===== config.mk =====
export PLATFORM = sky130hd
export DESIGN_NAME = cpu_top
export DESIGN_NICKNAME = d
export VERILOG_FILES = /design/src/rtl/cpu_pkg.sv /design/src/rtl/cpu_top.sv /design/src/rtl/decode_stage.sv /design/src/rtl/execute_stage.sv /design/src/rtl/hazard_unit.sv /design/src/rtl/instr_decoder.sv /design/src/rtl/result_stage.sv
export SDC_FILE = /design/constraint.sdc
export NUM_CORES = 2
export LEC_CHECK = 0
export BUFFER_PORTS_ARGS = -buffer_cell sky130_fd_sc_hd__buf_4
export CAP_MARGIN = 20
export CORE_MARGIN = 4
export CORE_UTILIZATION = 25
export CTS_CLUSTER_SIZE = 16
export DETAILED_ROUTE_END_ITERATION = 8
export GPL_TIMING_DRIVEN = 1
export PLACE_DENSITY = 0.49
export SLEW_MARGIN = 0
export SYNTH_ARGS = -nofsm -noshare
export SYNTH_HDL_FRONTEND = slang
export SYNTH_HIERARCHICAL = 1
export SYNTH_SLANG_ARGS = --single-unit

===== constraint.sdc =====
create_clock -name clk -period 5.19 [get_ports clk]
set_input_delay 0.7785 -clock clk [delete_from_list [all_inputs] [get_ports clk]]
set_output_delay 0.7785 -clock clk [all_outputs]
set_load 0.02 [all_outputs]

===== src/rtl/cpu_pkg.sv =====
package cpu_pkg;

  //////////////////////////////////////////////////////////////////////
  // Widths and basic types

  localparam int WORD_W = 32;
  localparam int REG_AW = 5;

  typedef logic [WORD_W-1:0] word_t;
  typedef logic [31:0]       instr_t;
  typedef logic [REG_AW-1:0] reg_addr_t;
  typedef logic [5:0]        opcode_t;
  typedef logic [5:0]        funct_t;

  // Small enough for the six ops we keep
  typedef logic [2:0]        alu_op_t;

  //////////////////////////////////////////////////////////////////////
  // ALU operations

  localparam alu_op_t ALU_ADD = 3'd0;
  localparam alu_op_t ALU_SUB = 3'd1;
  localparam alu_op_t ALU_AND = 3'd2;
  localparam alu_op_t ALU_OR  = 3'd3;
  localparam alu_op_t ALU_SLT = 3'd4;
  // Immediate to upper half
  localparam alu_op_t ALU_LUI = 3'd5;

  //////////////////////////////////////////////////////////////////////
  // Instruction encodings

  // Major opcodes
  localparam opcode_t OP_SPECIAL = 6'b000000;
  localparam opcode_t OP_J       = 6'b000010;
  localparam opcode_t OP_JAL     = 6'b000011;
  localparam opcode_t OP_BEQ     = 6'b000100;
  localparam opcode_t OP_ORI     = 6'b001101;
  localparam opcode_t OP_LUI     = 6'b001111;

  // SPECIAL funct codes
  localparam funct_t FN_JR   = 6'b001000;
  localparam funct_t FN_ADDU = 6'b100001;
  localparam funct_t FN_SUBU = 6'b100011;
  localparam funct_t FN_AND  = 6'b100100;
  localparam funct_t FN_OR   = 6'b100101;
  localparam funct_t FN_SLT  = 6'b101010;

  // jal target register
  localparam reg_addr_t LINK_REG = 5'd31;

endpackage


===== src/rtl/cpu_top.sv =====
`timescale 1ns/1ps

module cpu_top import cpu_pkg::*; #(
  parameter word_t RESET_PC = 32'h0000_3000
) (
  input  logic      clk,
  input  logic      rst,
  input  instr_t    inst_rdata,
  output word_t     inst_addr,
  output logic      grf_we,
  output reg_addr_t grf_addr,
  output word_t     grf_wdata,
  output word_t     grf_pc
);

  // Decode to execute
  word_t     e_in_rs_val, e_in_rt_val, e_in_imm;
  word_t     e_in_link_val, e_in_pc;
  alu_op_t   e_in_alu_op;
  logic      e_in_b_is_imm, e_in_link;
  reg_addr_t e_in_wr_addr, e_in_rs, e_in_rt;

  // Hazard tracking
  reg_addr_t d_rs, d_rt;
  reg_addr_t e_rs, e_rt, e_wr_addr;
  logic      d_uses_rs, d_uses_rt, stall;
  logic      fwd_d_rs, fwd_d_rt, fwd_e_rs, fwd_e_rt;

  // Execute to result
  word_t     r_in_result, r_in_link_val, r_in_pc;
  reg_addr_t r_in_wr_addr;
  logic      r_in_link;

  // Register file reads and result bypass
  reg_addr_t rf_raddr1, rf_raddr2, res_wr_addr;
  word_t     rf_rdata1, rf_rdata2, res_wdata;

  decode_stage #(.RESET_PC(RESET_PC)) u_decode (
    .*,
    .fwd_rs (fwd_d_rs),
    .fwd_rt (fwd_d_rt)
  );

  hazard_unit u_hazard (.*);

  execute_stage u_execute (
    .*,
    .fwd_rs (fwd_e_rs),
    .fwd_rt (fwd_e_rt)
  );

  result_stage u_result (.*);

  // Trace shows the write in flight
  assign grf_addr  = res_wr_addr;
  assign grf_wdata = res_wdata;

endmodule


===== src/rtl/decode_stage.sv =====
`timescale 1ns/1ps

module decode_stage import cpu_pkg::*; #(
  parameter word_t RESET_PC = 32'h0000_3000
) (
  input  logic      clk,
  input  logic      rst,
  input  instr_t    inst_rdata,
  output word_t     inst_addr,
  input  logic      stall,
  input  word_t     rf_rdata1,
  input  word_t     rf_rdata2,
  output reg_addr_t rf_raddr1,
  output reg_addr_t rf_raddr2,
  input  logic      fwd_rs,
  input  logic      fwd_rt,
  input  word_t     res_wdata,
  output reg_addr_t d_rs,
  output reg_addr_t d_rt,
  output logic      d_uses_rs,
  output logic      d_uses_rt,
  output word_t     e_in_rs_val,
  output word_t     e_in_rt_val,
  output word_t     e_in_imm,
  output alu_op_t   e_in_alu_op,
  output logic      e_in_b_is_imm,
  output reg_addr_t e_in_wr_addr,
  output reg_addr_t e_in_rs,
  output reg_addr_t e_in_rt,
  output logic      e_in_link,
  output word_t     e_in_link_val,
  output word_t     e_in_pc
);

  word_t     pc;
  word_t     pc_next;
  instr_t    d_instr;
  word_t     d_pc;
  word_t     d_pc_plus4;
  word_t     rs_val;
  word_t     rt_val;
  word_t     imm_ext;
  word_t     beq_target;
  alu_op_t   alu_op;
  logic      b_is_imm;
  logic      imm_zero_ext;
  reg_addr_t wr_addr;
  logic      is_link;
  logic      is_beq;
  logic      is_jump;
  logic      is_jr;

  //////////////////////////////////////////////////////////////////////
  // Fetch: PC and fetch/decode register, both frozen by a stall

  always_ff @(posedge clk) begin
    if (rst) begin
      pc      <= RESET_PC;
      d_instr <= '0;
    end else if (!stall) begin
      pc      <= pc_next;
      d_instr <= inst_rdata;
    end
  end

  always_ff @(posedge clk) begin
    if (!stall) begin
      d_pc <= pc;
    end
  end

  assign inst_addr = pc;

  //////////////////////////////////////////////////////////////////////
  // Decode

  instr_decoder u_dec (
    .instr             (d_instr),
    .alu_op            (alu_op),
    .b_is_imm          (b_is_imm),
    .imm_zero_ext      (imm_zero_ext),
    .wr_addr           (wr_addr),
    .is_link           (is_link),
    .is_beq            (is_beq),
    .is_jump           (is_jump),
    .is_jr             (is_jr),
    .uses_rs_in_decode (d_uses_rs),
    .uses_rt_in_decode (d_uses_rt)
  );

  assign d_rs      = d_instr[25:21];
  assign d_rt      = d_instr[20:16];
  assign rf_raddr1 = d_rs;
  assign rf_raddr2 = d_rt;

  // Result stage has not written the file yet
  assign rs_val = fwd_rs ? res_wdata : rf_rdata1;
  assign rt_val = fwd_rt ? res_wdata : rf_rdata2;

  assign imm_ext = imm_zero_ext ? {16'h0000, d_instr[15:0]}
                                : {{16{d_instr[15]}}, d_instr[15:0]};

  //////////////////////////////////////////////////////////////////////
  // Next PC, the delay slot is already in fetch

  assign d_pc_plus4 = d_pc + 32'd4;
  assign beq_target = d_pc_plus4 + {imm_ext[29:0], 2'b00};

  always_comb begin
    if (is_jr) begin
      pc_next = rs_val;
    end else if (is_jump) begin
      pc_next = {d_pc_plus4[31:28], d_instr[25:0], 2'b00};
    end else if (is_beq && (rs_val == rt_val)) begin
      pc_next = beq_target;
    end else begin
      pc_next = pc + 32'd4;
    end
  end

  // Bubble into execute while stalled
  assign e_in_wr_addr  = stall ? '0 : wr_addr;
  assign e_in_rs_val   = rs_val;
  assign e_in_rt_val   = rt_val;
  assign e_in_imm      = imm_ext;
  assign e_in_alu_op   = alu_op;
  assign e_in_b_is_imm = b_is_imm;
  assign e_in_rs       = d_rs;
  assign e_in_rt       = d_rt;
  assign e_in_link     = is_link;
  assign e_in_link_val = d_pc + 32'd8;
  assign e_in_pc       = d_pc;

endmodule


===== src/rtl/execute_stage.sv =====
`timescale 1ns/1ps

module execute_stage import cpu_pkg::*; (
  input  logic      clk,
  input  logic      rst,
  input  word_t     e_in_rs_val,
  input  word_t     e_in_rt_val,
  input  word_t     e_in_imm,
  input  alu_op_t   e_in_alu_op,
  input  logic      e_in_b_is_imm,
  input  reg_addr_t e_in_wr_addr,
  input  reg_addr_t e_in_rs,
  input  reg_addr_t e_in_rt,
  input  logic      e_in_link,
  input  word_t     e_in_link_val,
  input  word_t     e_in_pc,
  input  logic      fwd_rs,
  input  logic      fwd_rt,
  input  word_t     res_wdata,
  output reg_addr_t e_rs,
  output reg_addr_t e_rt,
  output reg_addr_t e_wr_addr,
  output word_t     r_in_result,
  output reg_addr_t r_in_wr_addr,
  output logic      r_in_link,
  output word_t     r_in_link_val,
  output word_t     r_in_pc
);

  word_t     rs_val_q;
  word_t     rt_val_q;
  word_t     imm_q;
  alu_op_t   alu_op_q;
  logic      b_is_imm_q;
  reg_addr_t wr_addr_q;
  reg_addr_t rs_q;
  reg_addr_t rt_q;
  logic      link_q;
  word_t     link_val_q;
  word_t     pc_q;
  word_t     a;
  word_t     rt_fwd;
  word_t     b;
  word_t     alu_y;

  //////////////////////////////////////////////////////////////////////
  // Decode/execute register

  always_ff @(posedge clk) begin
    if (rst) begin
      wr_addr_q <= '0;
      link_q    <= 1'b0;
    end else begin
      wr_addr_q <= e_in_wr_addr;
      link_q    <= e_in_link;
    end
  end

  always_ff @(posedge clk) begin
    rs_val_q   <= e_in_rs_val;
    rt_val_q   <= e_in_rt_val;
    imm_q      <= e_in_imm;
    alu_op_q   <= e_in_alu_op;
    b_is_imm_q <= e_in_b_is_imm;
    rs_q       <= e_in_rs;
    rt_q       <= e_in_rt;
    link_val_q <= e_in_link_val;
    pc_q       <= e_in_pc;
  end

  //////////////////////////////////////////////////////////////////////
  // Operands and ALU

  // Previous instruction sits in result
  assign a      = fwd_rs ? res_wdata : rs_val_q;
  assign rt_fwd = fwd_rt ? res_wdata : rt_val_q;
  assign b      = b_is_imm_q ? imm_q : rt_fwd;

  always_comb begin
    case (alu_op_q)
      ALU_SUB: alu_y = a - b;
      ALU_AND: alu_y = a & b;
      ALU_OR:  alu_y = a | b;
      ALU_SLT: alu_y = {31'b0, $signed(a) < $signed(b)};
      ALU_LUI: alu_y = {b[15:0], 16'h0000};
      default: alu_y = a + b;
    endcase
  end

  assign e_rs          = rs_q;
  assign e_rt          = rt_q;
  assign e_wr_addr     = wr_addr_q;
  assign r_in_result   = alu_y;
  assign r_in_wr_addr  = wr_addr_q;
  assign r_in_link     = link_q;
  assign r_in_link_val = link_val_q;
  assign r_in_pc       = pc_q;

endmodule


===== src/rtl/hazard_unit.sv =====
`timescale 1ns/1ps

module hazard_unit import cpu_pkg::*; (
  input  reg_addr_t d_rs,
  input  reg_addr_t d_rt,
  input  logic      d_uses_rs,
  input  logic      d_uses_rt,
  input  reg_addr_t e_rs,
  input  reg_addr_t e_rt,
  input  reg_addr_t e_wr_addr,
  input  reg_addr_t res_wr_addr,
  output logic      stall,
  output logic      fwd_d_rs,
  output logic      fwd_d_rt,
  output logic      fwd_e_rs,
  output logic      fwd_e_rt
);

  logic e_hit_rs;
  logic e_hit_rt;

  // $0 is never a real producer
  function automatic logic hit(input reg_addr_t src, input reg_addr_t dst);
    return (dst != '0) && (src == dst);
  endfunction

  //////////////////////////////////////////////////////////////////////
  // Stall

  // Execute result not ready for a decode-time compare or jump
  assign e_hit_rs = d_uses_rs && hit(d_rs, e_wr_addr);
  assign e_hit_rt = d_uses_rt && hit(d_rt, e_wr_addr);
  assign stall    = e_hit_rs || e_hit_rt;

  //////////////////////////////////////////////////////////////////////
  // Forwarding from the result stage

  // Into decode, any reader, the register file is written one edge late
  assign fwd_d_rs = hit(d_rs, res_wr_addr);
  assign fwd_d_rt = hit(d_rt, res_wr_addr);

  // Into execute
  assign fwd_e_rs = hit(e_rs, res_wr_addr);
  assign fwd_e_rt = hit(e_rt, res_wr_addr);

endmodule


===== src/rtl/instr_decoder.sv =====
`timescale 1ns/1ps

module instr_decoder import cpu_pkg::*; (
  input  instr_t    instr,
  output alu_op_t   alu_op,
  output logic      b_is_imm,
  output logic      imm_zero_ext,
  output reg_addr_t wr_addr,
  output logic      is_link,
  output logic      is_beq,
  output logic      is_jump,
  output logic      is_jr,
  output logic      uses_rs_in_decode,
  output logic      uses_rt_in_decode
);

  opcode_t   opcode;
  funct_t    funct;
  reg_addr_t rt;
  reg_addr_t rd;

  assign opcode = instr[31:26];
  assign funct  = instr[5:0];
  assign rt     = instr[20:16];
  assign rd     = instr[15:11];

  // Defaults describe a nop, anything unknown falls through to it
  always_comb begin
    alu_op       = ALU_ADD;
    b_is_imm     = 1'b0;
    imm_zero_ext = 1'b0;
    wr_addr      = '0;
    is_link      = 1'b0;
    is_beq       = 1'b0;
    is_jump      = 1'b0;
    is_jr        = 1'b0;
    case (opcode)
      OP_SPECIAL: begin
        // R-type writes rd
        case (funct)
          FN_ADDU: wr_addr = rd;
          FN_SUBU: begin
            alu_op  = ALU_SUB;
            wr_addr = rd;
          end
          FN_AND: begin
            alu_op  = ALU_AND;
            wr_addr = rd;
          end
          FN_OR: begin
            alu_op  = ALU_OR;
            wr_addr = rd;
          end
          FN_SLT: begin
            alu_op  = ALU_SLT;
            wr_addr = rd;
          end
          FN_JR:   is_jr = 1'b1;
          default: ;
        endcase
      end
      OP_ORI: begin
        alu_op       = ALU_OR;
        b_is_imm     = 1'b1;
        imm_zero_ext = 1'b1;
        wr_addr      = rt;
      end
      OP_LUI: begin
        alu_op       = ALU_LUI;
        b_is_imm     = 1'b1;
        imm_zero_ext = 1'b1;
        wr_addr      = rt;
      end
      OP_BEQ: is_beq = 1'b1;
      OP_J:   is_jump = 1'b1;
      OP_JAL: begin
        is_jump = 1'b1;
        is_link = 1'b1;
        wr_addr = LINK_REG;
      end
      default: ;
    endcase
  end

  // Registers needed already in decode
  assign uses_rs_in_decode = is_beq | is_jr;
  assign uses_rt_in_decode = is_beq;

endmodule


===== src/rtl/result_stage.sv =====
`timescale 1ns/1ps

module result_stage import cpu_pkg::*; (
  input  logic      clk,
  input  logic      rst,
  input  word_t     r_in_result,
  input  reg_addr_t r_in_wr_addr,
  input  logic      r_in_link,
  input  word_t     r_in_link_val,
  input  word_t     r_in_pc,
  input  reg_addr_t rf_raddr1,
  input  reg_addr_t rf_raddr2,
  output word_t     rf_rdata1,
  output word_t     rf_rdata2,
  output reg_addr_t res_wr_addr,
  output word_t     res_wdata,
  output logic      grf_we,
  output word_t     grf_pc
);

  word_t     result_q;
  reg_addr_t wr_addr_q;
  logic      link_q;
  word_t     link_val_q;
  word_t     pc_q;
  word_t     regs [1:31];

  //////////////////////////////////////////////////////////////////////
  // Execute/result register

  always_ff @(posedge clk) begin
    if (rst) begin
      wr_addr_q <= '0;
      link_q    <= 1'b0;
    end else begin
      wr_addr_q <= r_in_wr_addr;
      link_q    <= r_in_link;
    end
  end

  always_ff @(posedge clk) begin
    result_q   <= r_in_result;
    link_val_q <= r_in_link_val;
    pc_q       <= r_in_pc;
  end

  // jal writes its return address
  assign res_wdata   = link_q ? link_val_q : result_q;
  assign res_wr_addr = wr_addr_q;
  assign grf_we      = (wr_addr_q != '0);
  assign grf_pc      = pc_q;

  //////////////////////////////////////////////////////////////////////
  // Register file, written at the edge that ends the result cycle

  always_ff @(posedge clk) begin
    if (rst) begin
      for (int i = 1; i < 32; i++) begin
        regs[i] <= '0;
      end
    end else if (grf_we) begin
      regs[wr_addr_q] <= res_wdata;
    end
  end

  assign rf_rdata1 = (rf_raddr1 == '0) ? '0 : regs[rf_raddr1];
  assign rf_rdata2 = (rf_raddr2 == '0) ? '0 : regs[rf_raddr2];

endmodule


==> reports/summary.txt <==
status - completed
DIE WIDTH - 552 um
via/cell ratio - 5.33
worst slew margin relative to its limit - 0.207
crit path time final - 5.12 ns
io pins - 136
post-synthesis xor/xnor area fraction - 0.0213
Nets - 6454
CORE AREA - 295000 um2
Die H - 552 um
clk buf depth - 3
Yosys warning count - 6
port bufs - 135
P per Cell Area - 386 nW/um2
TNS Setup - 0 ns
Hold Crit Class - in -> reg
Crit Path Max Fanout - 16
post-synthesis simple-gate area fraction - 0.105
Synth Flop Type - edfxtp_1
fmax - 195 MHz
antenna-violating nets left - 0
Netlist cell types - 116
Synth Area in Compound Gates - 0.0844
post-synthesis cell area - 74100 um2
Total GRT Usage - 0.191
mux cell area share after synthesis - 0.197
Initial Utilization - 0.252
routed len/inst - 29.4 um
dpl hpwl - 207000 um
Final Hold Viols - 0
initial antenna violation count - 17
share of layout cells above drive strength 1 - 0.262
commonest non-fill, non-tap cell in the layout - nor2_1
Adder-Cell Fraction of Synth Area - 0.0231
area grow syn2layout - 18.6%
TritonCTS Sinks - 1402
max reg flops - 1024
Mapped Cells - 6007
DR pass1 iterations - 6
clock skew - 0.0588 ns
WL final - 304000 um
Top reg by flops - u_result/regs
Clk Latency, worst-skew pair - 0.85 ns
Critical Path Source Type - flip-flop
count of state elements after synthesis - 1402
Mean Syn Cell Area - 12.3 um2
crit end category - flip-flop
Worst EP arrival - 5.85 ns
via count - 55.1k
vias in the first global route - 54.4k
highest-count cells in the layout ignoring fill and taps - 1178 x nor2_1, 1056 x edfxtp_1, 618 x buf_4
Seq/Total Area, Yosys - 0.521
# H-tree levels - 4
CTS root buffer - clkbuf_16
maxcap violations - 0
WP data required - 5.92 ns
Placement Cell Area - 82500 um2
Slew Limit Fails - 0
fillers - 29.7k
post-route cell area - 87900 um2
number of synthesized flops with an enable pin - 1056
VDD IR max - 280 uV
Num CTS Buffers - 154
largest family of logic cells by synthesized area - multiplexers
gr ovfl total - 0
drt drc - 0
Crit Path Class - reg -> reg
GPL Wtd Cong - 0.919
CTS clk-pin slew, worst paths - 0.06 ns
Final Cycle Share - 0.986
ys async rst share - 0
Final Setup Violations - 0
largest net degree at the start of global routing - 75
die area - 305000 um2
Slew @ Worst Pin - 1.19 ns
Rows - 199
first-pass GRT wire length - 422000 um
Initial DRC Count - 6407
leak pwr - 32.1 nW
CTS tree - built
[power by group]
part	internal, mW	total (mW)	switching (mW)
Clock	6.50	11.4	4.89
Combinational	3.09	9.27	6.18
Sequential	12.8	13.3	0.518
[worst max-delay path, stage by stage, from the launching register on]
cell and delay (ns):
dfxtp_4 0.38, or3_2 0.49, buf_4 0.29, buf_4 0.29, o22ai_1 0.36, a2111oi_0 0.14, nor3_1 0.81, inv_1 0.15
o2bb2ai_1 0.17, nor4_1 0.27, a311oi_1 0.23, buf_4 0.20, a2111oi_4 0.33, buf_4 0.22, nand3_1 0.09, a311o_1 0.33
a221oi_2 0.20
[logic make-up (layout without fill, tap and decap cells)]
logic type / after synthesis / count (layout)
flops: 1402 / 1402
simple gates: 1794 / 1794
other cells: 1 / 41
mux: 852 / 852
fa+ha+maj: 135 / 135
buf+inv: 766 / 1138
xor+xnor: 180 / 180
compound gates: 877 / 877
[area by class of cell]
cell class | count | area [um2] | area share
antenna | 9 | 22.5 | 0.000256
tap | 3919 | 4900 | 0.0558
inverter | 185 | 694 | 0.00790
multi-input combinational | 3870 | 32700 | 0.373
clock buffer | 188 | 4110 | 0.0468
timing repair buffer | 672 | 5670 | 0.0646
sequential | 1402 | 38700 | 0.440
clock inverter | 93 | 1080 | 0.0123
[layer usage]
layer	part of all wire	wire length (um)	GRT usage
met1	0.41	126000	0.257
met2	0.45	138000	0.301
met3	0.082	25100	0.0311
met4	0.052	15900	0.0923
met5	0.00011	34	0
[final timing paths]
path	startpoint	end	slack (ns)	cells past startpoint
hold / removal	inst_rdata[31]	u_decode/d_instr[31]$_SDFFE_PP0N_	0.18	3
hold reg to reg	u_execute/r_in_pc[7]$_DFF_P_	u_result/grf_pc[7]$_DFF_P_	0.32	0
setup reg to reg	u_decode/d_instr[17]$_SDFFE_PP0N_	u_decode/inst_addr[21]$_SDFFE_PP0N_	0.07	16
setup / recovery	u_decode/d_instr[17]$_SDFFE_PP0N_	u_decode/inst_addr[21]$_SDFFE_PP0N_	0.07	16
[per-stage QoR]
step / std cells / util / hold WS, ns / setup slack (ns) / power, mW
finish: 10300 / 0.298 / 0.176 / 0.0745 / 33.9
global route: 10300 / 0.298 / 0.155 / -0.0217 / 35.1
detailed placement: 10000 / 0.280 / 0.312 / -0.160 / 22.6
floorplan: 6038 / - / 0.310 / 0.471 / 18.0
global placement: 10000 / 0.280 / 0.314 / -0.171 / 22.6
CTS: 10300 / 0.298 / 0.128 / 0.0267 / 34.0
[synthesized netlist by cell type, drive strengths merged, types with 14 or more instances]
master	count	area, um2
a2111oi	64	577
a211oi	30	245
a21o	34	255
a21oi	167	840
a221oi	27	262
a222oi	14	140
a22o	52	455
a22oi	26	195
and3	14	87.6
buf	239	1600
clkbuf	342	1280
dfxtp	346	6930
edfxtp	1056	31700
ha	132	1650
inv	183	687
mux2	117	1320
mux2i	264	2650
mux4	471	10600
nand2	192	726
nand2b	57	357
nand3	49	250
nand4	35	219
nor2	1184	4460
nor2b	65	409
nor3	97	497
nor4	28	203
o211ai	18	135
o21a	36	270
o21ai	113	569
o21bai	26	210
o221ai	19	173
o22ai	134	845
xnor2	97	850
xor2	83	727
[timing repair]
item	CTS	global route
hold buffers	0	0
pin swaps	0	3
buffers inserted	0	11
cloned	0	1
endpoints found under the setup margin	31	33
gates resized for setup	3	24
No activity file was read; power rests on OpenSTA's default activity.
